$ cat config.mk
export PLATFORM = sky130hd
export DESIGN_NAME = dense_mac
export DESIGN_NICKNAME = d
export VERILOG_FILES = /design/src/recog_fmt_pkg.sv /design/src/recog_ctrl_pkg.sv /design/src/dense_mac.sv
export SDC_FILE = /design/constraint.sdc
export NUM_CORES = 1
export LEC_CHECK = 0
export ABC_AREA = 0
export BUFFER_PORTS_ARGS = -buffer_cell sky130_fd_sc_hd__buf_2
export CAP_MARGIN = 20
export CORE_MARGIN = 2
export CORE_UTILIZATION = 35
export DETAILED_ROUTE_END_ITERATION = 7
export GPL_ROUTABILITY_DRIVEN = 0
export PLACE_DENSITY_LB_ADDON = 0.3
export SYNTH_ARGS = -nofsm -noshare
export SYNTH_HDL_FRONTEND = slang
export SYNTH_SLANG_ARGS = --single-unit
$ cat constraint.sdc
create_clock -name clk -period 8.7 [get_ports clk]
set_input_delay 0.435 -clock clk [delete_from_list [all_inputs] [get_ports clk]]
set_output_delay 0.435 -clock clk [all_outputs]
set_load 0.005 [all_outputs]
$ cat src/recog_fmt_pkg.sv
`default_nettype none

package recog_fmt_pkg;

    localparam int DAT_W    = 22;
    localparam int PAR_W    = 16;
    localparam int FP_SHIFT = 14; // fraction bits
    localparam int ACC_W    = DAT_W + PAR_W + 4; // headroom for long sums

    // activations and logits
    typedef logic signed [DAT_W-1:0] data_t;

    // weights and biases
    typedef logic signed [PAR_W-1:0] par_t;

    typedef logic signed [ACC_W-1:0] acc_t;

    // a set pixel reads as 1.0
    localparam data_t FP_ONE = data_t'(2 ** FP_SHIFT);

endpackage

`default_nettype wire

$ cat src/recog_ctrl_pkg.sv
`default_nettype none

package recog_ctrl_pkg;

    import recog_fmt_pkg::*;

    typedef enum logic [1:0] {
        PH_IDLE,
        PH_READ,  // canvas fetch
        PH_DENSE, // products and pipeline drain
        PH_DONE
    } phase_e;

    // one accumulation step
    typedef struct packed {
        logic       valid;
        logic       first; // restart the sum
        logic       last;  // close the class
        logic [7:0] cls;
    } mac_ctrl_t;

    // one parameter write from the load port
    typedef struct packed {
        logic        we;
        logic        is_bias;
        logic [7:0]  cls;
        logic [15:0] pix;
        par_t        value;
    } param_load_t;

endpackage

`default_nettype wire

$ cat src/dense_mac.sv
`default_nettype none

module dense_mac
    import recog_fmt_pkg::*;
    import recog_ctrl_pkg::*;
(
    input  wire         clk,
    input  wire         rst,
    input  data_t       pix_i,
    input  par_t        weight_i,
    input  par_t        bias_i,
    input  mac_ctrl_t   mac_ctrl_i,
    output data_t       logit_o,
    output logic        logit_valid_o,
    output logic [7:0]  logit_cls_o
);

    acc_t   acc;
    acc_t   prod;
    acc_t   sum;
    acc_t   scaled;
    data_t  logit_next;

    assign prod = acc_t'(pix_i) * acc_t'(weight_i);

    // first product of a class starts from zero
    assign sum = (mac_ctrl_i.first ? acc_t'(0) : acc) + prod;

    assign scaled     = sum >>> FP_SHIFT;
    assign logit_next = data_t'(scaled) + data_t'(bias_i); // bias is unscaled

    always_ff @(posedge clk) begin
        if (mac_ctrl_i.valid) begin
            acc <= sum;
        end
        if (mac_ctrl_i.valid && mac_ctrl_i.last) begin
            logit_o     <= logit_next;
            logit_cls_o <= mac_ctrl_i.cls;
        end
    end

    always_ff @(posedge clk) begin
        if (rst) begin
            logit_valid_o <= 1'b0;
        end else begin
            logit_valid_o <= mac_ctrl_i.valid && mac_ctrl_i.last;
        end
    end

endmodule

`default_nettype wire

==> metrics <==
Crit path largest cell delay 0.55 ns; TritonRoute pass-1 iters 7; worst-path maximum fanout 22; Post-DP HPWL 35220 um; CTS max path bufs 2; Tightest Pin Transition 0.9350 ns; Final #Nets 2334; Clock transition at path regs 0.06 ns; Setup violations, final 0; IO Port Bufs 97; #FFs+latches synth 67; TritonCTS Sinks 67; first-pass GRT wire length 68360 um; Initial Util 35.52%; synth unique cells 55; FP Rows 79; Root Buffer clkbuf_16; hold_ws 0.2341 ns; Placeable Area 46650 um2; HP Class in2reg; Synth Instances 1703; Hold-fix buffers, CTS 0; # resized after CTS 0; routed wire length 40840 um; violated checks design-rule violations; CP bufs+invs 4; Final ANT Viol Nets 0; Max Slew Vio Count 0; pin count of the biggest net entering global routing 38; DR vias 11.33k; commonest non-fill, non-tap cell in the layout inv_1; Post-synth EDFFs 66; GRT overflow 0; Ys Warns 0; Top delay family on crit path adder cells; DIE AREA 49110 um2; Slowest-stage cell, CP fa_1; Avg Cell Area, Syn 9.731 um2; clock latency on the worst-skew pair 0.35 ns; Max Cap Viol 0; RSZ-0062 raised after global routing false; IO Count 98; die height 221.6 um; Area Growth Syn to Fin 9.022%; Post-Layout Inst Area 18070 um2; htree depth 3; number of global-route vias before repair 12.68k; DRC 5; Slew headroom 37.67%; final number of hold-violating endpoints 0; ant diodes 0; post-route setup TNS 0 ns; dominant synthesized flop cell edfxtp_1; Worst path most repeated cell fa_1; Worst Path Arrival 8.34 ns; DR iter-0 viols 604; Syn Nets 2263; clock skew 0.01048 ns; initial antenna violation count 0; commonest cells after routing, fill and taps aside inv_1 (398), fa_1 (367), nand2_1 (207); Vias/cell 4.749; TritonCTS buffer count 9; Crit Path Category in2reg; Final Util 38.73%; CTS tree yes; fmax 121.1 MHz; fraction of layout cells with a size suffix above 1 8.600%; gr usage total 17.67%; Synth Cell Area 16570 um2; Tcrit/Tclk final 94.89%; Die X 221.6 um; Synth async-reset ratio 0%; DR WL/cell 17.11 um; status finished, violations left; sequential cell area fraction in the yosys report 12.08%; startpoint types primary input; placed cell area 17760 um2; post-CTS setup buffers 0; Worst EP required 8.78 ns; critical path capture point type register; Final min period 8.256 ns
[state kept, by name, indices dropped and copies added (netlist names)]
| signal | count |
|---|---|
| acc | 36 |
| logit_cls_o | 8 |
| logit_o | 22 |
| logit_valid_o | 1 |
[Yosys cell counts (2+ instances only)]
cell       instances  share of area [%]
nor2b_1           44                1.7
fa_1             367                 44
o31a_1             2               0.11
ha_1             126                9.5
o21ai_0           16               0.48
o211ai_2           4               0.30
o211ai_1           4               0.18
clkbuf_1          57                1.3
o21ai_1            5               0.15
nor3_1             5               0.15
a211oi_1           5               0.23
a21o_1            18               0.82
a311oi_1           2               0.11
a21boi_0           2              0.091
nand2_1          207                4.7
inv_1            398                9.0
nand4_1            3               0.11
nand3_1            6               0.18
and3_1             2              0.075
xnor2_1           45                2.4
a21oi_2            3               0.16
or3_1              2              0.075
xor2_1            15               0.79
or2_2              2              0.075
a2bb2oi_1          2               0.11
o21bai_1           4               0.18
edfxtp_1          66                 12
nand2b_1          15               0.57
o21a_1            11               0.50
nor2_1            46                1.0
a21oi_1           43                1.3
a31oi_1            6               0.23
and2_1           147                5.5
a211oi_2           2               0.15
[worst paths after layout]
path | from | endpoint | slack (ns) | cells after the start
max reg2reg | acc[12]$_DFFE_PP_ | logit_o[20]$_DFFE_PP_ | 1.34 | 27
min reg2reg | acc[0]$_DFFE_PP_ | acc[0]$_DFFE_PP_ | 0.69 | 2
max | weight_i[2] | logit_o[20]$_DFFE_PP_ | 0.44 | 30
min | rst | logit_valid_o$_SDFF_PP0_ | 0.23 | 2
[routing by layer]
layer	share of wire, %	routed length, um	up-vias	track usage, %
li1	-	-	5222	-
met1	43	17670	5799	23.29
met2	50	20380	265	30.35
met3	4.6	1864	44	2.783
met4	2.2	918	0	4.577
met5	0	0	-	0
[stage by stage]
step | setup slack, ns | instances
after floorplan | 0.8568 | 1703
final | 0.4442 | 2386
after CTS | 0.5259 | 2386
after global placement | 0.2298 | 2370
after detailed placement | 0.2154 | 2370
after global routing | 0.002794 | 2386
[cell families (layout without fill, tap and decap cells)]
logic type               Yosys count  count (layout)  share of synthesized area [%]
AO/OA/AOI/OAI                    138             138                          5.814
XOR/XNOR                          61              61                          3.269
adder cells (fa/ha/maj)          493             493                          53.85
buffers and inverters            456             532                          10.33
flip-flops                        67              67                          12.08
AND/OR/NAND/NOR                  488             488                          14.66
[area by class of cell]
type                            instances  area, um2
Sequential cell                        67       2002
Timing Repair Buffer                  118      643.1
Clock inverter                          5      77.57
Tap cell                              607      759.5
Clock buffer                           11      232.7
Fill cell                            4718      28590
Inverter                              398       1494
Multi-Input combinational cell       1180      12860
Power is not shown: default switching activity piles up to over one toggle a cycle in this logic, so the estimate is an artifact.
