--- src/recog_fmt_pkg.sv ---
`default_nettype none

package recog_fmt_pkg;

    localparam int DAT_W    = 22;
    localparam int PAR_W    = 16;
    localparam int FP_SHIFT = 14; // fraction bits
    localparam int ACC_W    = DAT_W + PAR_W + 4; // headroom for long sums

    // activations and logits
    typedef logic signed [DAT_W-1:0] data_t;

    // weights and biases
    typedef logic signed [PAR_W-1:0] par_t;

    typedef logic signed [ACC_W-1:0] acc_t;

    // a set pixel reads as 1.0
    localparam data_t FP_ONE = data_t'(2 ** FP_SHIFT);

endpackage

`default_nettype wire

--- src/canvas_buffer.sv ---
`default_nettype none

module canvas_buffer
    import recog_fmt_pkg::*;
#(
    parameter int CANVAS_W = 32
) (
    input  wire                                     clk,
    input  wire                                     wr_en_i,
    input  wire  [$clog2(CANVAS_W*CANVAS_W)-1:0]    wr_addr_i,
    input  wire                                     wr_bit_i,
    input  wire  [$clog2(CANVAS_W*CANVAS_W)-1:0]    rd_idx_i,
    output data_t                                   pix_o
);

    localparam int NPIX = CANVAS_W * CANVAS_W;

    logic mem [NPIX];

    always_ff @(posedge clk) begin
        if (wr_en_i) begin
            mem[wr_addr_i] <= wr_bit_i;
        end
    end

    // convert to fixed point on the way out
    always_ff @(posedge clk) begin
        pix_o <= mem[rd_idx_i] ? FP_ONE : '0;
    end

endmodule

`default_nettype wire

--- config.mk ---
export PLATFORM = sky130hd
export DESIGN_NAME = canvas_buffer
export DESIGN_NICKNAME = d
export VERILOG_FILES = /design/src/recog_fmt_pkg.sv /design/src/canvas_buffer.sv
export SDC_FILE = /design/constraint.sdc
export NUM_CORES = 1
export LEC_CHECK = 0
export BUFFER_PORTS_ARGS = -buffer_cell sky130_fd_sc_hd__buf_4
export CAP_MARGIN = 0
export CORE_ASPECT_RATIO = 1.2
export CORE_UTILIZATION = 57
export CTS_CLUSTER_DIAMETER = 60
export DETAILED_ROUTE_END_ITERATION = 12
export GPL_ROUTABILITY_DRIVEN = 0
export PLACE_DENSITY_LB_ADDON = 0.08
export SYNTH_ARGS = -nofsm -noshare
export SYNTH_HDL_FRONTEND = slang
export SYNTH_SLANG_ARGS = --single-unit
export TNS_END_PERCENT = 10
--- constraint.sdc ---
create_clock -name clk -period 2.5 [get_ports clk]
set_input_delay 0.375 -clock clk [delete_from_list [all_inputs] [get_ports clk]]
set_output_delay 0.375 -clock clk [all_outputs]
set_load 0.02 [all_outputs]
==> impl_results.md <==
* DP Cell Count at ~4.2k
* Number of synthesized flops with an enable pin at 1024
* GRT Max-Usage Layer: met2
* Met1 usage at between 40% and 50%
* Register area share after synthesis at between 60% and 70%
* Setup crit start kind: flop
* CTS max path bufs at 3
* Power Total at roughly 36 mW
* Hold Path Sink: mem[696]$_DFFE_PP_
* Number of I/O port buffers at 23
* Post-route antenna net violation count at 0
* # DRC at 0
* GRT Total Usage at 32.8%
* Grt ovf at 0
* Die H at slightly above 300 um
* Die width at 258 um
* Cts-stage hold buffer count at 0
* Clock latency on the worst-skew pair at approximately 690 ps
* Synthesized area per cell at roughly 14 sq um
* Pwr/cell area at around 700 nW/um^2
* Critical setup path kind: reg -> reg
* Share of layout cells above drive strength 1 at 22.2%
* Root Driver: clkbuf_16
* Achievable Freq at approximately 400 MHz
* Reg-to-Reg End: pix_o[14]$_DFF_P_
* Worst R2R Path Depth at 7
* R2R setup slack at 20 ps
* Die Area at 79700 sq um
* Post-layout util at approximately 66%
* Hold Crit Depth at 1
* Worst Skew at ~20 ps
* Worst-path clk slew at about 60 ps
* GR Util met3 at under 10%
* Worst Hold Class: in -> reg
* Largest net degree at the start of global routing at around 150
* Reg2Reg Launch Point: mem[789]$_DFFE_PP_
* Slew Limit Fails at 0
* Synthesized cell area at 44800 sq um
* Met2 usage at around 54%
* Core ar. at 77800 sq um
* Layout area overhead at 14.2%
* Setup Viol. Count Final at 0
* Asr flop ratio synth at 0%
* Synthesis-stage register bit count at between 1k and 1.5k
* Slew at the pin closest to its max-slew limit at about 850 ps
* Number of global-route vias before repair at about 28k
* Pre-CTS setup slack at -692 ps
* Worst hold slack at around 130 ps
* P_leak at around 16 nW
* Per-cell routed wire length at ~29 um
* Hold_sp: wr_bit_i
* Design Area, Final at 51100 sq um
* Largest cells by area after synthesis: edfxtp_1 69%, mux4_2 11%, nor2_1 8.7%
* Final Non-Filler Cells at 4383
* Final worst-path cycle share at roughly 99%
* Initial antenna violation count at 2
* Unrepaired setup endpoints after global routing: yes
* Via density at 6.42
* CTS tree: done
* Mapped Cells at 3140
* Post-DP HPWL at about 75 mm
* Post-synth top flop: edfxtp_1
* H-tree levels at 3
* Fin. Hold Viols at 0
* Fin nets at about 3.3k
* Crit path DAT at ~3000 ps
* Number of max-cap violations at 0
* Row count at approximately 110
* First-pass GRT wire length at approximately 190 mm
* Peak VDD IR at ~540 uV
* Placed instance area at between 40000 and 50000 sq um
* IO Pins at 45
* Critical path required time at 3040 ps
* Critical path endpoint category: flop
* Setup_tns at 0 ps
* Outcome: finished clean
* Final WL at between 100 and 150 mm
* Post-layout minimum cycle time at 2480 ps
* Slew headroom at between 40% and 50%
* Final setup margin at approximately 16 ps
* DR iter-0 viols at between 3k and 4k
* Synth top area share at between 60% and 70%
* Max FO, Critical Path at 2
* Vias at around 28k
* TritonRoute pass-1 iters at 7
* Initial core utilization at a little under three fifths
* CTS buffer count at between 100 and 150
* Sink Count at 1025
* Leading area contributor after synthesis: edfxtp_1
* Library cells used by synthesis at between 50 and 60
* Synthesis Warnings at 0
-- metal layers --
metal,share of wire (%),up-vias
li1,-,11786
met1,37,14543
met2,49,1479
met3,9.7,305
met4,4.3,4
met5,0.017,-
-- report_power, final --
| group | switching [mW] | internal [mW] |
|---|---|---|
| Combinational | 1.38 | 0.892 |
| Sequential | 0.00904 | 18.9 |
| Clock | 6.44 | 8.38 |
-- layout make-up --
class                           count  area (sq um)
Multi-Input combinational cell   1810         12700
Clock buffer                      129          2720
Clock inverter                     56           462
Antenna cell                        1          2.50
Timing Repair Buffer              332          3170
Inverter                            4          15.0
Fill cell                        5664         26700
Sequential cell                  1025         30800
Tap cell                         1026          1280
-- logic make-up (layout without fill, tap and decap cells) --
| kind of cell | after synthesis | count (layout) | share of synthesized area [%] |
|---|---|---|---|
| AO/OA/AOI/OAI | 186 | 186 | 2.95 |
| flip-flops | 1025 | 1025 | 68.7 |
| buffers and inverters | 325 | 521 | 3.60 |
| other | 1 | 22 | 0.00837 |
| AND/OR/NAND/NOR | 1271 | 1271 | 11.3 |
| multiplexers | 332 | 332 | 13.4 |
-- placed cells by master (no fill, tap or decap), types with 9 or more instances in the layout --
cell type,n
nor2_1,1033
edfxtp_1,1024
buf_4,277
mux4_2,215
mux2i_1,111
clkbuf_16,105
nand2_1,90
buf_12,52
o221ai_1,48
a21oi_1,37
nor3_1,34
o22ai_1,30
clkbuf_1,24
nand2_2,23
clkinv_1,23
conb_1,21
clkinv_2,21
a22oi_1,15
o21ai_0,15
nor2b_1,12
nand3_1,9
nor3b_1,9
nand3_2,9
-- state kept, by name (all words and copies together), names as in the netlist --
name / count
mem: 1024
pix_o: 1
-- Yosys cell counts, types with 2 or more instances --
cell / number
a21oi_1: 38
nor2b_1: 12
and3b_1: 4
o21ai_0: 15
buf_2: 22
a31oi_1: 3
nand4b_1: 2
buf_8: 2
a22oi_1: 16
nor4_1: 6
o211ai_1: 2
clkbuf_1: 179
mux2i_1: 112
a211oi_1: 9
nor3_1: 35
buf_1: 59
and3_1: 6
nand2_1: 113
o22ai_1: 30
o221ai_1: 48
buf_6: 25
nand4_1: 8
nor3b_1: 9
mux4_2: 215
nand3_1: 19
or3_1: 4
o2111ai_1: 2
o311ai_0: 4
nand3b_1: 2
a22o_1: 4
clkinv_1: 2
nand2b_1: 7
nor2_1: 1033
buf_4: 32
edfxtp_1: 1024
buf_12: 2
a2111oi_0: 3
mux2_2: 5
or3b_2: 2
a221oi_1: 3
a211o_1: 2
and2_1: 6
-- timing repair --
item / CTS / global route
endpoints found under the setup margin: 1 / 1
gates resized for setup: 13 / 7
setup buffers: 0 / 0
pin swaps: 6 / 7
-- how the worst max path moves through the flow --
stage,from,to,cells after the start
2_1_floorplan,rd_idx_i[0],pix_o[14]$_DFF_P_,8
3_3_place_gp,rd_idx_i[0],pix_o[14]$_DFF_P_,12
3_5_place_dp,rd_idx_i[0],pix_o[14]$_DFF_P_,12
4_1_cts,mem[135]$_DFFE_PP_,pix_o[14]$_DFF_P_,7
5_1_grt,mem[283]$_DFFE_PP_,pix_o[14]$_DFF_P_,9
6_report,mem[789]$_DFFE_PP_,pix_o[14]$_DFF_P_,7
-- worst max-delay path: stages, from the launching register on --
cell,delay (ps)
edfxtp_1,400
mux4_2,460
mux4_2,470
a221oi_1,280
and3_1,280
nor3_1,100
nor4_2,210
o2111ai_1,120
(Power assumes the default switching activity.)
