`src/recog_fmt_pkg.sv`:
```
`default_nettype none

package recog_fmt_pkg;

    localparam int DAT_W    = 22;
    localparam int PAR_W    = 16;
    localparam int FP_SHIFT = 14; // fraction bits
    localparam int ACC_W    = DAT_W + PAR_W + 4; // headroom for long sums

    // activations and logits
    typedef logic signed [DAT_W-1:0] data_t;

    // weights and biases
    typedef logic signed [PAR_W-1:0] par_t;

    typedef logic signed [ACC_W-1:0] acc_t;

    // a set pixel reads as 1.0
    localparam data_t FP_ONE = data_t'(2 ** FP_SHIFT);

endpackage

`default_nettype wire

```
`src/argmax_tracker.sv`:
```
`default_nettype none

module argmax_tracker
    import recog_fmt_pkg::*;
#(
    parameter int NUM_CLASSES = 10
) (
    input  wire         clk,
    input  wire         rst,
    input  data_t       logit_i,
    input  wire         logit_valid_i,
    input  wire  [7:0]  logit_cls_i,
    output logic [7:0]  result_o
);

    localparam logic [7:0] LAST_CLS = 8'(NUM_CLASSES - 1);

    data_t          max_val;
    logic [7:0]     max_idx;
    logic           take;

    // strict compare keeps the first maximum
    assign take = (logit_cls_i == 8'd0) || (logit_i > max_val);

    always_ff @(posedge clk) begin
        if (rst) begin
            max_val  <= '0;
            max_idx  <= '0;
            result_o <= '0;
        end else if (logit_valid_i) begin
            if (take) begin
                max_val <= logit_i;
                max_idx <= logit_cls_i;
            end
            if (logit_cls_i == LAST_CLS) begin
                result_o <= take ? logit_cls_i : max_idx;
            end
        end
    end

endmodule

`default_nettype wire

```
`config.mk`:
```
export PLATFORM = sky130hd
export DESIGN_NAME = argmax_tracker
export DESIGN_NICKNAME = d
export VERILOG_FILES = /design/src/recog_fmt_pkg.sv /design/src/argmax_tracker.sv
export SDC_FILE = /design/constraint.sdc
export NUM_CORES = 1
export LEC_CHECK = 0
export BUFFER_PORTS_ARGS = -buffer_cell sky130_fd_sc_hd__buf_2
export CORE_MARGIN = 1.5
export CORE_UTILIZATION = 56
export DETAILED_ROUTE_END_ITERATION = 12
export PLACE_DENSITY_LB_ADDON = 0.25
export SKIP_LAST_GASP = 1
export SLEW_MARGIN = 5
export SYNTH_ARGS = -nofsm -noshare
export SYNTH_HDL_FRONTEND = slang
export SYNTH_SLANG_ARGS = --single-unit
```
`constraint.sdc`:
```
create_clock -name clk -period 2.5 [get_ports clk]
set_input_delay 0 -clock clk [delete_from_list [all_inputs] [get_ports clk]]
set_output_delay 0 -clock clk [all_outputs]
set_load 0.01 [all_outputs]
```
==> results of run 1 <==
cell families after synthesis:
kind of cell    after synthesis  synth area share, %
flops                        38                31.97
buf+inv                      37                7.098
fa+ha+maj                    22                11.57
simple gates                109                27.39
mux                          30                12.62
compound gates               32                9.359
layer usage:
metal	global-route usage, %	routed length (um)	up-vias
li1	-	-	1054
met2	40.90	2735	34
met5	0	0	-
met4	7.500	85	0
met3	5.263	164	10
met1	26.88	2386	949
layout make-up:
class / count / area [um^2]
clock buffers: 6 / 82.58
clock inverters: 2 / 60.06
fillers: 266 / 839.6
inverters: 25 / 93.84
multi-input cells: 193 / 1504
flip-flops and latches: 38 / 760.7
well taps: 50 / 62.56
repair buffers: 79 / 625.6
sequential cells by signal (all words and copies together), names as in the netlist:
register and count:
max_idx 8, max_val 22, result_o 8
how the worst max path moves through the flow:
stage / start / endpoint / slack, ps / depth (start not counted)
after floorplan: max_val[4] / max_idx[0] / 290 / 9
after global placement: max_val[21] / max_val[15] / 190 / 9
after detailed placement: max_val[21] / max_val[15] / 130 / 9
after global routing: max_val[7] / max_val[8] / -0.4 / 10
final: max_val[7] / max_val[8] / 120 / 10
after CTS: max_val[5] / max_val[8] / 70 / 9
power groups by stage:
| stage | Sequential (W) | Combinational (W) | Clock [W] |
|---|---|---|---|
| finish | 0.000672 | 0.000448 | 0.000650 |
| global route | 0.000677 | 0.000489 | 0.000678 |
| CTS | 0.000672 | 0.000391 | 0.000656 |
| detailed placement | 0.000685 | 0.000353 | 0 |
| global placement | 0.000684 | 0.000345 | 0 |
| floorplan | 0.000679 | 0.000258 | 0 |
repair_timing:
item | in CTS | in global routing
hold buffers | 29 | 0
gates resized for setup | 0 | 7
buffers inserted | 0 | 4
endpoints found under the setup margin | 0 | 33
endpoints found under the hold margin | 29 | 0
through the flow:
stage          total power, W  hold slack, ps  TNS, ps  area [um^2]
6_report             0.001770           11.54        0         3189
5_1_grt              0.001844           27.03  -0.4243         3189
3_3_place_gp         0.001029           275.0        0         2623
2_1_floorplan       0.0009379           155.3        0         2380
3_5_place_dp         0.001038           282.1        0         2623
4_1_cts              0.001719           14.42        0         3055
layout by cell type, fill, tap and decap left out, types with 2 or more instances in the layout:
master / synthesis / layout
buf_2: 0 / 40
a21oi_1: 13 / 13
clkbuf_8: 0 / 6
o211a_1: 3 / 3
dfxtp_1: 38 / 38
a211oi_1: 2 / 2
nand3_1: 3 / 3
ha_1: 22 / 20
mux2i_1: 30 / 29
nand2_1: 11 / 11
o21ai_0: 3 / 3
buf_12: 0 / 2
nand4b_1: 3 / 3
inv_1: 25 / 25
dlygate4sd3_1: 0 / 29
bufinv_16: 0 / 2
o21ai_1: 2 / 2
and3_1: 2 / 2
ha_4: 0 / 2
nand2b_1: 60 / 60
clkbuf_16: 0 / 2
buf_4: 0 / 6
nand4_1: 7 / 7
nor2_1: 16 / 16
critical path, delay by kind of cell (launching register included):
| family | cells | cell delay, ps |
|---|---|---|
| AOI/OAI and AO/OA | 3 | 540 |
| DFF | 1 | 350 |
| buffers and inverters | 3 | 340 |
| muxes | 1 | 200 |
| and+or+nand+nor | 2 | 570 |
| adders and majority gates | 1 | 300 |
==> results.sh, run 1 <==
export IMPL_place_inst=350
export IMPL_dp_hpwl_mm=3.182
export IMPL_start_kind="flip-flop"
export IMPL_dieHeight_um=68.19
export IMPL_setup_viol=0
export IMPL_fin_util_pct=79.16
export IMPL_swShare_pct=25.84
export IMPL_end_kind="flip-flop"
export IMPL_fin_crit_sh_pct=95.13
export IMPL_crit_required_ps=2720
export IMPL_min_to="max_val[8]"
export IMPL_insertion_delay_ps=300
export IMPL_clk_pin_slew_ps=80
export IMPL_grt_max_degree=69
export IMPL_r2r_start="max_val[7]"
export IMPL_row_count=23
export IMPL_initial_utilization_pct=59.07
export IMPL_h_tree_depth=2
export IMPL_ys_flop_type="dfxtp_1"
export IMPL_die_w_um=68.19
export IMPL_clock_sinks=38
export IMPL_numCtsBuffers=5
export IMPL_whs_path_depth=3
export IMPL_grt_pass1_wl_mm=7.907
export IMPL_cp_slowest_cell="nor4_4"
export IMPL_r2r_cells=10
export IMPL_yosys_top_cells_count="nand2b_1, dfxtp_1, mux2i_1"
export IMPL_io_buffers=40
export IMPL_synth_area_top_cells="dfxtp_1, nand2b_1, mux2i_1, ha_1, inv_1"
export IMPL_setup_slack_ps=121.7
export IMPL_pre_cts_ws_ps=134.7
export IMPL_yosys_cell_count_top_type="nand2b_1"
export IMPL_final_max_slew_viol_count=0
export IMPL_path_class="flip-flop to flip-flop"
export IMPL_intPower_w=0.001312
export IMPL_design_core_area_mm2=0.004029
export IMPL_antenna_cells=0
export IMPL_wl_per_cell_um=13.67
export IMPL_drt_vias_per_instance=5.209
export IMPL_cp_arrival_ps=2600
export IMPL_synth_cell_types=34
export IMPL_fmax_ghz=0.4205
export IMPL_antenna_found_initial=0
export IMPL_cp_max_fo=10
export IMPL_fin_crit_ps=2378
export IMPL_grt_pass1_vias=1837
export IMPL_maxCapViolCount=0
export IMPL_avgSynthCellArea_um2=8.880
export IMPL_io_pins=41
export IMPL_cts_tree="done"
export IMPL_clock_power_share_pct=36.7
export IMPL_fin_cells=393
export IMPL_synth_edf_count=0
export IMPL_synthCells=268
export IMPL_first_iter_violations=102
export IMPL_hold_violations=0
export IMPL_switchingPower_w=0.0004573
export IMPL_dieArea_mm2=0.004650
export IMPL_relSlewSlack_pct=44.14
export IMPL_synth_nets=323
export IMPL_syn2layout_area_growth_pct=34.02
export IMPL_routed_wl_mm=5.372
export IMPL_ys_warn_count=0
export IMPL_via_count=2047
export IMPL_reg2reg_to="max_val[8]"
export IMPL_power_frac_comb_pct=25.3
export IMPL_regToRegSetupSlack_ps=120
export IMPL_grtUsageTotal_pct=22.91
export IMPL_grt_overflow=0
export IMPL_min_from="logit_i[8]"
export IMPL_drt_pass1_iterations=4
export IMPL_drtAntennaViolNets=0
export IMPL_worstMarginPinSlew_ps=837.9
export IMPL_layout_drive_gt1_share_pct=19.83
export IMPL_syn_area_mm2=0.002380
export IMPL_power_density_mw_per_mm2=554.8
export IMPL_yosys_area_top_type="dfxtp_1"
export IMPL_final_nets=397
export IMPL_synth_seq_cells=38
export IMPL_max_stage_delay_ps=400
export IMPL_skew_ps=6.162
export IMPL_min_path_type="primary input to flip-flop"
export IMPL_clockBufferDepth=2
export IMPL_ys_seq_area_share_pct=31.97
export IMPL_cts_root_buffer="clkbuf_8"
export IMPL_peakVddDrop_mv=0.3941
export IMPL_gp_congestion=0.7639
export IMPL_synth_top_area_share_pct=31.97
export IMPL_p_leak_nw=1.341
export IMPL_async_flop_share_pct=0
export IMPL_power_frac_seq_pct=38.0
export IMPL_path_cells="inv_1, ha_1, nand4_1, nor4_4, o31ai_4, a21o_2, a31oi_4, buf_4, buf_12, mux2i_2"
export IMPL_outcome="finished, final reports clean"
export IMPL_route_detailed_drc=0
(Power assumes the default switching activity.)
==> run 2: changes to the inputs <==
ABC_AREA = 1   (was not set)
CORE_UTILIZATION = 55   (was 56)
==> run 2 against run 1 <==
Total power fell by 4.8%; synthesized cell count grew 13%; sequential share of layout area up 4.3 points; worst setup slack better by 200 ps; critical endpoint is now max_val[15]; largest power group unchanged; highest routed layer unchanged.
==> results.sh, run 2 <==
export IMPL_outcome="finished, final reports clean"
export IMPL_antenna_found_initial=0
export IMPL_cp_slowest_cell="dlygate4sd3_1"
export IMPL_syn_area_mm2=0.002115
export IMPL_initial_utilization_pct=57.33
export IMPL_synth_xor_area_share_pct=0
export IMPL_dieHeight_um=65.01
export IMPL_insertion_delay_ps=300
export IMPL_layout_drive_gt1_share_pct=14.82
export IMPL_setup_tns_ps=0
export IMPL_worstMarginPinSlew_ps=758.0
export IMPL_ys_seq_area_share_pct=35.98
export IMPL_relSlewSlack_pct=49.41
export IMPL_grt_max_degree=35
export IMPL_ys_flop_type="dfxtp_1"
export IMPL_whs_path_depth=3
export IMPL_mostFrequentLayoutCells="nor2_1, nand2_1, inv_1"
export IMPL_synth_area_top_cells="dfxtp_1, ha_1, nor2_1, nand2_1, inv_1"
export IMPL_cts_setup_buffers=0
export IMPL_synth_adder_area_share_pct=13.02
export IMPL_min_path_type="primary input to flip-flop"
export IMPL_clockBufferDepth=2
export IMPL_io_buffers=40
export IMPL_grt_pass1_vias=1818
export IMPL_p_leak_nw=1.288
export IMPL_yosys_area_top_type="dfxtp_1"
export IMPL_peakVddDrop_mv=0.4711
export IMPL_drtAntennaViolNets=0
export IMPL_cp_max_fo=34
export IMPL_synth_nets=358
export IMPL_grt_overflow=0
export IMPL_h_tree_depth=2
export IMPL_cts_tree="done"
export IMPL_synth_compound_area_share_pct=11.48
export IMPL_muxShareOfSynthArea_pct=0
export IMPL_dp_hpwl_mm=3.061
export IMPL_synth_edf_count=0
export IMPL_end_kind="flip-flop"
export IMPL_path_class="primary input to flip-flop"
export IMPL_gp_congestion=0.7693
export IMPL_path_cells="dlygate4sd3_1, buf_2, ha_1, nand2_2, nor2_4, nand2_2, nor2_2, nand2_1, nand4_1, nand3_2, nand2_4, nand2_8, inv_8, nor2_1, nor2_1"
export IMPL_fin_crit_ps=2178
export IMPL_hold_violations=0
export IMPL_routed_wl_mm=4.428
export IMPL_synth_cell_types=23
export IMPL_fin_cells=419
export IMPL_skew_ps=8.005
export IMPL_largest_reg_flops=22
export IMPL_row_count=22
export IMPL_dieArea_mm2=0.004226
export IMPL_grtUsageTotal_pct=22.52
export IMPL_cp_depth=15
export IMPL_crit_required_ps=2730
export IMPL_drt_vias_per_instance=4.852
export IMPL_yosys_top_cells_count="nor2_1, nand2_1, inv_1"
export IMPL_synthSimpleGateAreaFrac_pct=27.57
export IMPL_r2r_cells=14
export IMPL_rsz0062_at_grt="no"
export IMPL_io_pins=41
export IMPL_antenna_cells=0
export IMPL_drt_pass1_iterations=4
export IMPL_clk_pin_slew_ps=70
export IMPL_cts_root_buffer="clkbuf_8"
export IMPL_fmax_ghz=0.4591
export IMPL_wl_per_cell_um=10.57
export IMPL_ys_warn_count=0
export IMPL_cp_arrival_ps=2410
export IMPL_totalPowerFinal_w=0.001685
export IMPL_maxCapViolCount=0
export IMPL_async_flop_share_pct=0
export IMPL_setup_viol=0
export IMPL_route_detailed_drc=0
export IMPL_numCtsBuffers=5
export IMPL_design_core_area_mm2=0.003689
export IMPL_path_buf_inv=3
export IMPL_critical_path_top_delay_family="simple AND/OR/NAND/NOR gates"
export IMPL_avgSynthCellArea_um2=6.979
export IMPL_die_w_um=65.01
export IMPL_grt_pass1_wl_mm=7.410
export IMPL_power_density_mw_per_mm2=624.8
export IMPL_synth_top_area_share_pct=35.98
export IMPL_place_inst=382
export IMPL_syn2layout_area_growth_pct=27.57
export IMPL_start_kind="primary input"
export IMPL_synth_top_family_by_area="simple AND/OR/NAND/NOR gates"
export IMPL_synth_seq_cells=38
export IMPL_synthCells=303
export IMPL_yosys_cell_count_top_type="nor2_1"
export IMPL_first_iter_violations=74
export IMPL_max_stage_delay_ps=540
export IMPL_via_count=2033
export IMPL_final_max_slew_viol_count=0
export IMPL_reg_top3="max_val (22), max_idx (8), result_o (8)"
export IMPL_final_nets=426
export IMPL_top_register="max_val"
export IMPL_clock_sinks=38
export IMPL_fin_crit_sh_pct=87.13
export IMPL_final_common_cell="nor2_1"
## run 2: cell count changes in the layout (fill, tap and decap cells not counted), moves of 5 or more
cell / before / now
inv_1: 25 / 47
mux2i_1: 29 / 0
o21ai_1: 2 / 21
o21ai_0: 3 / 12
nand3_1: 3 / 11
nand4_1: 7 / 2
buf_4: 6 / 0
nand2b_1: 60 / 0
nor2_1: 16 / 66
nand2_1: 11 / 48
## run 2: worst register-to-register path: cells and delay by family, from the launching register on
kind	cells	cell delay, ps
buf+inv	2	260
fa+ha+maj	1	340
simple gates	11	1180
flops	1	340
## run 2: final cells by class
| cell class | instances | area [um^2] |
|---|---|---|
| Multi-Input combinational cell | 208 | 1110 |
| Timing Repair Buffer | 70 | 500.5 |
| Tap cell | 48 | 60.06 |
| Clock buffer | 5 | 68.82 |
| Inverter | 48 | 187.7 |
| Fill cell | 328 | 991.0 |
| Sequential cell | 38 | 760.7 |
| Clock inverter | 2 | 10.01 |
## run 2: cells by family after synthesis
family          count (synthesis)
simple gates                  138
buf+inv                        57
compound gates                 48
flops                          38
fa+ha+maj                      22
## run 2: timing repair
action,in CTS,in global routing
hold endpoints to repair,35,0
resized for setup,0,2
hold buffers,30,0
setup endpoints to repair,0,24
## run 2: through the flow
stage / hold slack (ps) / setup WS [ps] / utilization [%] / area [um^2]
after floorplan: 145.3 / 559.4 / - / 2115
after global placement: 252.6 / 305.2 / 62.55 / 2307
final: 15.99 / 321.8 / 73.13 / 2698
after detailed placement: 264.3 / 223.1 / 62.55 / 2307
after global routing: 73.87 / 105.5 / 73.13 / 2698
after CTS: 17.95 / 184.6 / 72.83 / 2686
## run 2: per-layer routing
layer | track usage (%) | wire length [um] | vias to the layer above
met5 | 0 | 0 | -
met1 | 26.72 | 2078 | 908
met3 | 5.208 | 145 | 7
met4 | 7.979 | 66 | 0
li1 | - | - | 1086
met2 | 39.56 | 2138 | 32
## run 2: final timing paths
check / start / end / slack, ps
worst min register to register: result_o[1] / result_o[1] / 470
worst max register to register: max_val[21] / max_val[15] / 320
worst min-delay path: logit_cls_i[2] / max_idx[2] / 20
worst max-delay path: logit_i[21] / max_val[15] / 320
## run 2: where the power goes
group / internal [W] / switching, W
combinational: 0.000226 / 0.000330
clock: 0.000187 / 0.000209
sequential: 0.000692 / 0.0000411
