$ cat src/recog_fmt_pkg.sv
`default_nettype none

package recog_fmt_pkg;

    localparam int DAT_W    = 22;
    localparam int PAR_W    = 16;
    localparam int FP_SHIFT = 14; // fraction bits
    localparam int ACC_W    = DAT_W + PAR_W + 4; // headroom for long sums

    // activations and logits
    typedef logic signed [DAT_W-1:0] data_t;

    // weights and biases
    typedef logic signed [PAR_W-1:0] par_t;

    typedef logic signed [ACC_W-1:0] acc_t;

    // a set pixel reads as 1.0
    localparam data_t FP_ONE = data_t'(2 ** FP_SHIFT);

endpackage

`default_nettype wire

$ cat src/recog_ctrl_pkg.sv
`default_nettype none

package recog_ctrl_pkg;

    import recog_fmt_pkg::*;

    typedef enum logic [1:0] {
        PH_IDLE,
        PH_READ,  // canvas fetch
        PH_DENSE, // products and pipeline drain
        PH_DONE
    } phase_e;

    // one accumulation step
    typedef struct packed {
        logic       valid;
        logic       first; // restart the sum
        logic       last;  // close the class
        logic [7:0] cls;
    } mac_ctrl_t;

    // one parameter write from the load port
    typedef struct packed {
        logic        we;
        logic        is_bias;
        logic [7:0]  cls;
        logic [15:0] pix;
        par_t        value;
    } param_load_t;

endpackage

`default_nettype wire

$ cat src/layer_sequencer.sv
`default_nettype none

module layer_sequencer
    import recog_ctrl_pkg::*;
#(
    parameter int CANVAS_W    = 32,
    parameter int NUM_CLASSES = 10
) (
    input  wire                                     clk,
    input  wire                                     rst,
    input  wire                                     start_i,
    output logic [$clog2(CANVAS_W*CANVAS_W)-1:0]    read_addr_o,
    output logic                                    read_enable_o,
    output logic [$clog2(CANVAS_W*CANVAS_W)-1:0]    pix_idx_o,
    output mac_ctrl_t                               mac_ctrl_o,
    output logic                                    pending_o,
    output logic                                    result_valid_o
);

    localparam int NPIX  = CANVAS_W * CANVAS_W;
    localparam int AW    = $clog2(NPIX);
    // params read, then mac, then argmax after the last issue
    localparam int DRAIN = 2;

    localparam logic [AW-1:0] LAST_PIX   = AW'(NPIX - 1);
    localparam logic [AW-1:0] LAST_DRAIN = AW'(DRAIN - 1);
    localparam logic [7:0]    LAST_CLS   = 8'(NUM_CLASSES - 1);

    phase_e         phase;
    logic [AW-1:0]  pix_cnt;
    logic [7:0]     cls_cnt;
    logic           issuing;
    logic           pix_wrap;

    // class counter past the last class means draining
    assign issuing  = (phase == PH_DENSE) && (cls_cnt <= LAST_CLS);
    assign pix_wrap = (pix_cnt == LAST_PIX);

    always_ff @(posedge clk) begin
        if (rst) begin
            phase   <= PH_IDLE;
            pix_cnt <= '0;
            cls_cnt <= '0;
        end else begin
            case (phase)
                PH_IDLE: begin
                    pix_cnt <= '0;
                    cls_cnt <= '0;
                    if (start_i) begin
                        phase <= PH_READ;
                    end
                end
                PH_READ: begin
                    pix_cnt <= pix_wrap ? '0 : pix_cnt + 1'b1;
                    if (pix_wrap) begin
                        phase <= PH_DENSE;
                    end
                end
                PH_DENSE: begin
                    if (issuing) begin
                        pix_cnt <= pix_wrap ? '0 : pix_cnt + 1'b1;
                        if (pix_wrap) begin
                            cls_cnt <= cls_cnt + 1'b1;
                        end
                    end else begin
                        pix_cnt <= pix_cnt + 1'b1; // reused as drain count
                        if (pix_cnt == LAST_DRAIN) begin
                            phase <= PH_DONE;
                        end
                    end
                end
                default: begin
                    phase   <= PH_IDLE;
                    pix_cnt <= '0;
                    cls_cnt <= '0;
                end
            endcase
        end
    end

    assign read_addr_o   = pix_cnt;
    assign read_enable_o = (phase == PH_READ);
    assign pix_idx_o     = pix_cnt;

    always_comb begin
        mac_ctrl_o.valid = issuing;
        mac_ctrl_o.first = issuing && (pix_cnt == '0);
        mac_ctrl_o.last  = issuing && pix_wrap;
        mac_ctrl_o.cls   = cls_cnt;
    end

    assign pending_o      = (phase == PH_READ) || (phase == PH_DENSE);
    assign result_valid_o = (phase == PH_DONE); // argmax lands on this cycle

endmodule

`default_nettype wire

$ cat config.mk
export PLATFORM = sky130hd
export DESIGN_NAME = layer_sequencer
export DESIGN_NICKNAME = d
export VERILOG_FILES = /design/src/recog_fmt_pkg.sv /design/src/recog_ctrl_pkg.sv /design/src/layer_sequencer.sv
export SDC_FILE = /design/constraint.sdc
export NUM_CORES = 1
export LEC_CHECK = 0
export ABC_AREA = 1
export BUFFER_PORTS_ARGS = -buffer_cell sky130_fd_sc_hd__buf_4
export CAP_MARGIN = 0
export CORE_MARGIN = 2
export CORE_UTILIZATION = 46
export CTS_CLUSTER_DIAMETER = 40
export CTS_CLUSTER_SIZE = 12
export DETAILED_ROUTE_END_ITERATION = 10
export GPL_TIMING_DRIVEN = 0
export PLACE_DENSITY = 0.8
export RECOVER_POWER = 100
export SETUP_SLACK_MARGIN = 0.2
export SYNTH_ARGS = -nofsm -noshare
export SYNTH_HDL_FRONTEND = slang
export SYNTH_SLANG_ARGS = --single-unit
export TNS_END_PERCENT = 1
$ cat constraint.sdc
create_clock -name clk -period 1.3 [get_ports clk]
set_input_delay 0 -clock clk [delete_from_list [all_inputs] [get_ports clk]]
set_output_delay 0 -clock clk [all_outputs]
set_load 0.005 [all_outputs]
==> impl_metrics.tcl, run 1 <==
set metrics [dict create \
    min_period_over_period_pct 116.8 \
    fp.dieW_um 56.70 \
    crit_arrival_ps 1520 \
    syn_area_per_cell_um2 7.559 \
    dp_slack_ps -250.4 \
    layout_common_cells "buf_4 (48), nor2_1 (26), nand2_1 (22)" \
    synth.distinct_cells 27 \
    clk_latency_ps 310 \
    clock-sinks 20 \
    path_max_fanout 3 \
    cts_tree "done" \
    detail_route.vias_per_cell 4.919 \
    final.min_clock_period_ps 1518 \
    p_leak_uw 0.0008894 \
    finalHoldViolCount 0 \
    final_cell_area_um2 1868 \
    synthesis.nets 182 \
    htree_levels 1 \
    max_freq_ghz 0.6587 \
    hpwl_mm 1.929 \
    num_antenna_cells 0 \
    dr.first_iter.drc_count 22 \
    place.gp.congestion 0.8688 \
    routed_wl_mm 3.033 \
    path_class "reg -> out" \
    ys_seq_area_share_pct 31.34 \
    p_per_area_nw_per_um2 1280 \
    post-synth-top-area-cell "dfxtp_1" \
    layout-area-overhead-vs-synth_pct 46.23 \
    post_drt_wl_per_cell_um 12.28 \
    rsz0062_at_grt "true" \
    synthSimpleGateAreaFrac_pct 36.34 \
    final_common_cell "buf_4" \
    antenna_left 0 \
    grt_pass1_wl_mm 4.919 \
    numPortBuffers 35 \
    netlist_area_um2 1277 \
    setup_tns_ps -2261 \
    num_vias 1215 \
    grt_overflow 0 \
    setup_viol 21 \
    drc 0 \
    cts-buffers-inserted 3 \
    core_um2 2686 \
    placed_area_um2 1607 \
    finalHoldWorstSlack_ps 126.4 \
    peakVddDrop_v 0.001242 \
    initial_core_util_pct 47.55 \
    yosysWarningCount 0 \
    grt_pass1_vias 1147 \
    synth_compound_area_share_pct 3.918 \
    hp-class "in -> reg" \
    synth_fa_ha_area_share_pct 9.794 \
    drv_slew 0 \
    synth.area.mux_share_pct 0 \
    io_pins 37 \
    synth_area_leaders "dfxtp_1 (31%), ha_1 (9.8%), nor2_1 (8.2%), nand2_1 (7.1%), inv_1 (6.8%)" \
    layout-drive-gt1-share_pct 52.31 \
    drt_pass1_iterations 4 \
    cp-start-kind "flip-flop" \
    setup_ws_ps -218.2 \
    clkSlewWorstSetupHoldPaths_ps 110 \
    rows 19 \
    required_ps 1300 \
    finClkSkew_ps 7.274 \
    slew_headroom_pct 74.07 \
    post_synth_xor_area_fraction_pct 4.114 \
    die_h_um 56.70 \
    max_slew.worst_pin.slew_ps 385.8 \
    violations "negative setup slack" \
    final_util_pct 69.54 \
    clock_path_buffers 2 \
    antenna_found_initial 0 \
    synth_top_family_by_area "simple AND/OR/NAND/NOR gates" \
    max_cap_violations 0 \
    syn_inst 169 \
    outcome "finished, violations left" \
    grt_use_total_pct 19.19 \
    cts-root-buf "clkbuf_4" \
    endpoint_kind "output pin" \
    dieArea_um2 3215 \
    yosys_register_bits 20 \
    yosysTopAreaCellShare_pct 31.34 \
    nNetsFinal 230 \
    grt_max_degree 12 \
]
==> stage by stage <==
| step | total power (uW) | instances |
|---|---|---|
| CTS | 2237 | 247 |
| detailed placement | 1675 | 235 |
| global route | 2543 | 247 |
| global placement | 1656 | 235 |
| floorplan | 1400 | 169 |
| finish | 2391 | 247 |
==> cells by family (layout without fill, tap and decap cells) <==
kind of cell               count (synthesis)  in the layout
AOI/OAI and AO/OA                          8              8
xor gates and xnor gates                   6              6
adders and majority gates                 10             10
buffers and inverters                     38             85
DFF                                       20             20
and+or+nand+nor                           87             87
==> critical path: stages, from the launching register on <==
cell and delay (ps):
dfxtp_2 370, inv_4 50, ha_4 150, o21ai_2 150, nand2_2 100, nand3_4 110
inv_2 30, buf_4 120, buf_4 130
==> area by class of cell <==
| class | instances | area (um2) |
|---|---|---|
| buffer | 12 | 87.58 |
| multi-input combinational | 111 | 833.3 |
| inverter | 26 | 107.6 |
| fill | 198 | 818.3 |
| tap | 31 | 38.79 |
| timing repair buffer | 43 | 332.8 |
| clock buffer | 4 | 36.28 |
| sequential | 20 | 431.7 |
==> repair_timing <==
action / CTS / global route
gates resized for setup: 27 / 18
endpoints found under the hold margin: 6 / 0
pin swaps: 11 / 5
setup endpoints to repair: 25 / 26
setup buffers: 7 / 0
hold buffers: 1 / 0
==> metal layers <==
layer,global-route usage (%),routed length [um]
met5,0,0
met4,10.88,102
met3,2.304,112
met2,33.22,1518
met1,22.59,1298
==> state kept, by name (all words and copies together) (netlist names) <==
name and cells:
phase 2, pix_idx_o 10, cls_cnt 8
==> synthesized netlist by cell type <==
cell and instances:
nor2_1 28, nand2_1 24, inv_1 23, dfxtp_1 20, buf_4 11, ha_1 10
nand3_1 7, nand4_1 6, a21oi_1 5, xor2_1 5, nand2_2 4, inv_2 3
nand2_4 3, nor3_1 3, nand3_4 2, nor2_2 2, nor4_2 2, o21ai_2 2
and2_1 1, clkbuf_2 1, nand3_2 1, nor2_4 1, nor3b_1 1, nor4b_1 1
o21bai_1 1, or2_1 1, xnor2_1 1
==> where the power goes <==
| part | switching, uW | internal [uW] | leakage (uW) |
|---|---|---|---|
| Sequential | 91.4 | 689 | 0.000170 |
| Combinational | 667 | 580 | 0.000699 |
| Clock | 194 | 171 | 0.0000210 |
| Total | 951 | 1440 | 0.000889 |
==> path summary, 6_finish.rpt <==
path,start,endpoint,slack (ps),cells after the start
worst max-delay path,cls_cnt[1],mac_ctrl_o[10],-220,8
worst min-delay path,start_i,phase[0],130,5
worst max register to register,cls_cnt[1],pix_idx_o[3],-210,10
worst min register to register,cls_cnt[5],cls_cnt[5],470,2
No activity file was read; power rests on OpenSTA's default activity.
==> run 2, diff against run 1 <==
Settings changed: CORE_UTILIZATION 46 to 47, CTS_BUF_LIST set to sky130_fd_sc_hd__clkbuf_8 sky130_fd_sc_hd__clkbuf_16, PLACE_DENSITY 0.8 to 0.78.
Clock period 1.3 ns to 1.9 ns, I/O delays scaled along.
==> run 2 against run 1 <==
Against the previous run: clock skew is 3.6 ps lower; worst hold slack worse by 120 ps; utilization is 4.1 points lower; sequential cell count stayed put; die area is 2.0% lower; cell count is 3.6% lower; wire length is 15% lower; largest cell class unchanged; clock power is 11% lower; via count is 3.0% lower; setup slack better by 420 ps; sequential power is 35% lower; the flow now finishes without violations; critical endpoint unchanged.
==> impl_metrics.tcl, run 2 (synthesized netlist as in run 1, its figures left out) <==
set metrics [dict create \
    drv_slew 0 \
    grt_max_degree 12 \
    cp-start-kind "flip-flop" \
    numPortBuffers 35 \
    required_ps 1900 \
    final_util_pct 65.43 \
    final.min_clock_period_ps 1701 \
    peakVddDrop_v 0.0007407 \
    comb_power_share_pct 42.8 \
    grt_pass1_wl_mm 4.705 \
    initial_core_util_pct 50.64 \
    grt_use_total_pct 17.93 \
    cts-buffers-inserted 3 \
    hold_buffers 0 \
    layout-drive-gt1-share_pct 35.10 \
    max_cap_violations 0 \
    endpoint_kind "output pin" \
    internal_power_uw 914.5 \
    clk_latency_ps 260 \
    p_leak_uw 0.0007941 \
    drc 0 \
    rows 18 \
    antenna_found_initial 0 \
    htree_levels 1 \
    antenna_left 0 \
    grt_overflow 0 \
    setup_tns_ps 0 \
    fp.dieW_um 56.14 \
    max_slew.worst_pin.slew_ps 395.7 \
    setup_viol 0 \
    sw_frac_of_total_pct 37.06 \
    num_antenna_cells 0 \
    outcome "completed" \
    crit_arrival_ps 1700 \
    clkSlewWorstSetupHoldPaths_ps 70 \
    p_sw_uw 538.3 \
    layout-area-overhead-vs-synth_pct 29.19 \
    hpwl_mm 2.051 \
    path_max_fanout 6 \
    p_per_area_nw_per_um2 880.3 \
    startpoint "cls_cnt[0]" \
    finClkSkew_ps 3.702 \
    die_h_um 56.14 \
    detail_route.vias_per_cell 4.950 \
    final_cell_area_um2 1650 \
    hp-class "in -> reg" \
    max_freq_ghz 0.5879 \
    hp-start "rst" \
    rsz0062_at_grt "true" \
    drt_pass1_iterations 4 \
    num_vias 1178 \
    placed_area_um2 1578 \
    clkPwrFrac_pct 22.3 \
    io_pins 37 \
    finalHoldViolCount 0 \
    clock-sinks 20 \
    postCtsSetupRepairBufs 0 \
    nNetsFinal 222 \
    core_um2 2522 \
    place.gp.congestion 0.7817 \
    p_seq_share_pct 34.9 \
    layout_common_cells "nor2_1 (28), clkbuf_4 (28), nand2_1 (24)" \
    largest_reg_flops 10 \
    cts_tree "done" \
    fill_cells 211 \
    post_drt_wl_per_cell_um 10.85 \
    routed_wl_mm 2.582 \
    path_class "reg -> out" \
    reg2reg_from "cls_cnt[0]" \
    min_period_over_period_pct 89.52 \
    dr.first_iter.drc_count 26 \
    clock_path_buffers 2 \
    dieArea_um2 3151 \
    grt_pass1_vias 1152 \
    cts-root-buf "clkbuf_8" \
    slew_headroom_pct 73.40 \
]
## run 2: cell count changes in the layout (fill, tap and decap cells not counted), moves of 3 or more
cell,before,now
dfxtp_4,6,0
clkbuf_4,6,28
clkbuf_8,1,4
buf_4,48,18
inv_4,4,0
ha_4,6,0
inv_1,16,23
ha_1,4,9
dfxtp_1,7,20
inv_2,6,3
dfxtp_2,7,0
## run 2: worst paths after layout
path	slack, ps	end	depth (start not counted)
max	200	mac_ctrl_o[10]	8
min reg2reg	450	cls_cnt[4]	2
max reg2reg	240	pix_idx_o[3]	10
min	8	cls_cnt[0]	2
## run 2: metrics by stage
step,cells,total power (uW),setup slack (ps),hold slack [ps]
after CTS,238,1472,171.6,6.565
after detailed placement,234,1141,293.0,279.7
final,238,1453,199.1,8.055
after floorplan,169,944.4,441.0,242.7
after global placement,234,1112,328.1,273.4
after global routing,238,1565,100.5,10.35
## run 2: power by group through the flow
stage	clock network, uW	registers (uW)	logic, uW
3_5_place_dp	0	519	622
4_1_cts	333	509	630
3_3_place_gp	0	513	599
2_1_floorplan	0	511	433
6_report	324	508	622
5_1_grt	351	514	700
## run 2: cell type report
class	count	area, um2	share of cell area [%]
clock buffers	4	55.05	3.336
plain buffers	12	87.58	5.307
flip-flops and latches	20	400.4	24.26
repair buffers	35	262.8	15.92
inverters	26	97.59	5.914
multi-input cells	111	709.4	42.99
well taps	30	37.54	2.274
## run 2: metal layers
metal  vias up  global-route usage (%)  share of wire [%]
li1        590                       -                  -
met1       547                   21.29                 43
met2        35                   31.93                 51
met3         6                   3.256                4.5
met4         0                   6.463                1.3
met5         -                       0                  0
## run 2: worst max-delay path, stage by stage, from the launching register on
cell,delay (ps)
dfxtp_1,430
inv_1,90
ha_1,210
o21ai_2,110
nand2_1,100
nand3_1,190
inv_1,60
buf_4,130
buf_4,120
## run 2: timing repair
| action | 4_1_cts | 5_1_grt |
|---|---|---|
| pin swaps | 0 | 1 |
| endpoints found under the setup margin | 2 | 4 |
| resized for setup | 3 | 5 |
| gates cloned | 0 | 0 |
| endpoints found under the hold margin | 0 | 0 |
==> run 3, diff against run 2 <==
Settings changed: CORE_ASPECT_RATIO set to 0.7.
==> run 3 against run 2 <==
Against the previous run: utilization grew 0.79 points; clock power grew 1%; combinational power grew 4.0%; power grew 2.2%; via count grew 0.42%; largest cell class unchanged; highest routed layer unchanged.
==> impl_metrics.tcl, run 3 (synthesized netlist as in run 1, its figures left out) <==
set metrics [dict create \
    num_vias 1183 \
    numPortBuffers 35 \
    drt_pass1_iterations 4 \
    dp_slack_ps 277.8 \
    finalHoldWorstSlack_ps 17.82 \
    max_slew.worst_pin.slew_ps 365.3 \
    setup_ws_ps 226.2 \
    largest_reg_flops 10 \
    placed_area_um2 1583 \
    final.min_clock_period_ps 1674 \
    grt_max_degree 12 \
    drv_slew 0 \
    grt_use_total_pct 19.54 \
    required_ps 1900 \
    hpwl_mm 2.165 \
    nNetsFinal 223 \
    die_h_um 47.62 \
    final_common_cell "nor2_1" \
    place.gp.congestion 0.7754 \
    dieArea_um2 3158 \
    max_freq_ghz 0.5974 \
    finalHoldViolCount 0 \
    layout_common_cells "nor2_1 (28), clkbuf_4 (27), nand2_1 (25)" \
    path_class "reg -> out" \
    fp.dieW_um 66.31 \
    initial_core_util_pct 50.80 \
    cp-start-kind "flip-flop" \
    r2r_cells 10 \
    grt_pass1_wl_mm 4.554 \
    io_pins 37 \
    r2r_end "pix_idx_o[3]" \
    layout-drive-gt1-share_pct 34.45 \
    final_cell_area_um2 1665 \
    hold_depth 2 \
    cts-buffers-inserted 3 \
    setup_viol 0 \
    peakVddDrop_v 0.0006860 \
    crit_arrival_ps 1670 \
    grt_pass1_vias 1081 \
    clkSlewWorstSetupHoldPaths_ps 70 \
    htree_levels 1 \
    cts-root-buf "clkbuf_8" \
    clock_path_buffers 2 \
    r2r_setup_slack_ps 250 \
    drc 0 \
    max_cap_violations 0 \
    min_period_over_period_pct 88.09 \
    post_drt_wl_per_cell_um 11.47 \
    setup_tns_ps 0 \
    detail_route.vias_per_cell 4.868 \
    routed_wl_mm 2.788 \
    final_util_pct 66.22 \
    p_leak_uw 0.0007985 \
    p_per_area_nw_per_um2 891.7 \
    endpoint_kind "output pin" \
    rows 15 \
    dr.first_iter.drc_count 46 \
    antenna_left 0 \
    hp-start "rst" \
    startpoint "cls_cnt[0]" \
    reg2reg_from "cls_cnt[0]" \
    path_max_fanout 6 \
    finClkSkew_ps 2.361 \
    core_um2 2515 \
    hp-class "in -> reg" \
    cts_tree "done" \
    num_antenna_cells 0 \
    layout-area-overhead-vs-synth_pct 30.36 \
    holdPathEnd "cls_cnt[0]" \
    outcome "completed" \
    clk_latency_ps 260 \
    grt_overflow 0 \
    slew_headroom_pct 75.45 \
    fill_cells 219 \
    antenna_found_initial 0 \
    rsz0062_at_grt "true" \
    clock-sinks 20 \
]
-- run 3: area by class of cell --
| class | instances | area, um2 | share of cell area (%) |
|---|---|---|---|
| plain buffers | 12 | 87.58 | 5.259 |
| inverters | 26 | 97.59 | 5.860 |
| repair buffers | 36 | 266.5 | 16.00 |
| clock buffers | 4 | 55.05 | 3.306 |
| well taps | 34 | 42.54 | 2.554 |
| multi-input cells | 111 | 715.7 | 42.98 |
| flip-flops and latches | 20 | 400.4 | 24.04 |
-- run 3: worst max-delay path, stage by stage (launching register included) --
cell and delay (ps):
dfxtp_1 440, ha_1 200, o21ai_2 60, nand2_1 120, nand3_2 120, nor4b_1 300
buf_4 170
-- run 3: report_power, final --
part	switching [uW]	internal, uW	leakage [uW]
Sequential	52.4	458	0.000162
Clock	143	185	0.0000288
Combinational	361	286	0.000608
Total	556	929	0.000799
-- run 3: how the worst max path moves through the flow --
stage / end / slack [ps] / cells after the start
2_1_floorplan: pix_idx_o[3] / 440 / 9
3_3_place_gp: pix_idx_o[3] / 340 / 10
3_5_place_dp: pix_idx_o[3] / 280 / 10
4_1_cts: mac_ctrl_o[8] / 160 / 6
5_1_grt: mac_ctrl_o[9] / 100 / 7
6_report: mac_ctrl_o[9] / 230 / 6
-- run 3: stage by stage --
step	std cells	power (uW)
detailed placement	238	1138
CTS	242	1479
global route	243	1597
floorplan	169	944.4
global placement	238	1111
finish	243	1485
-- run 3: layer usage --
layer  share of wire [%]  vias to the layer above  global-route usage, %
met5                   0                        -                      0
met4                 2.4                        0                  10.20
met3                 4.2                        8                  5.647
met2                  48                       28                  33.60
met1                  45                      545                  23.00
li1                    -                      602                      -
-- run 3: timing repair --
item / CTS / global route
pin swaps: 0 / 1
endpoints found under the hold margin: 0 / 0
resized for setup: 3 / 5
hold buffers: 0 / 0
endpoints found under the setup margin: 3 / 7
setup buffers: 0 / 1
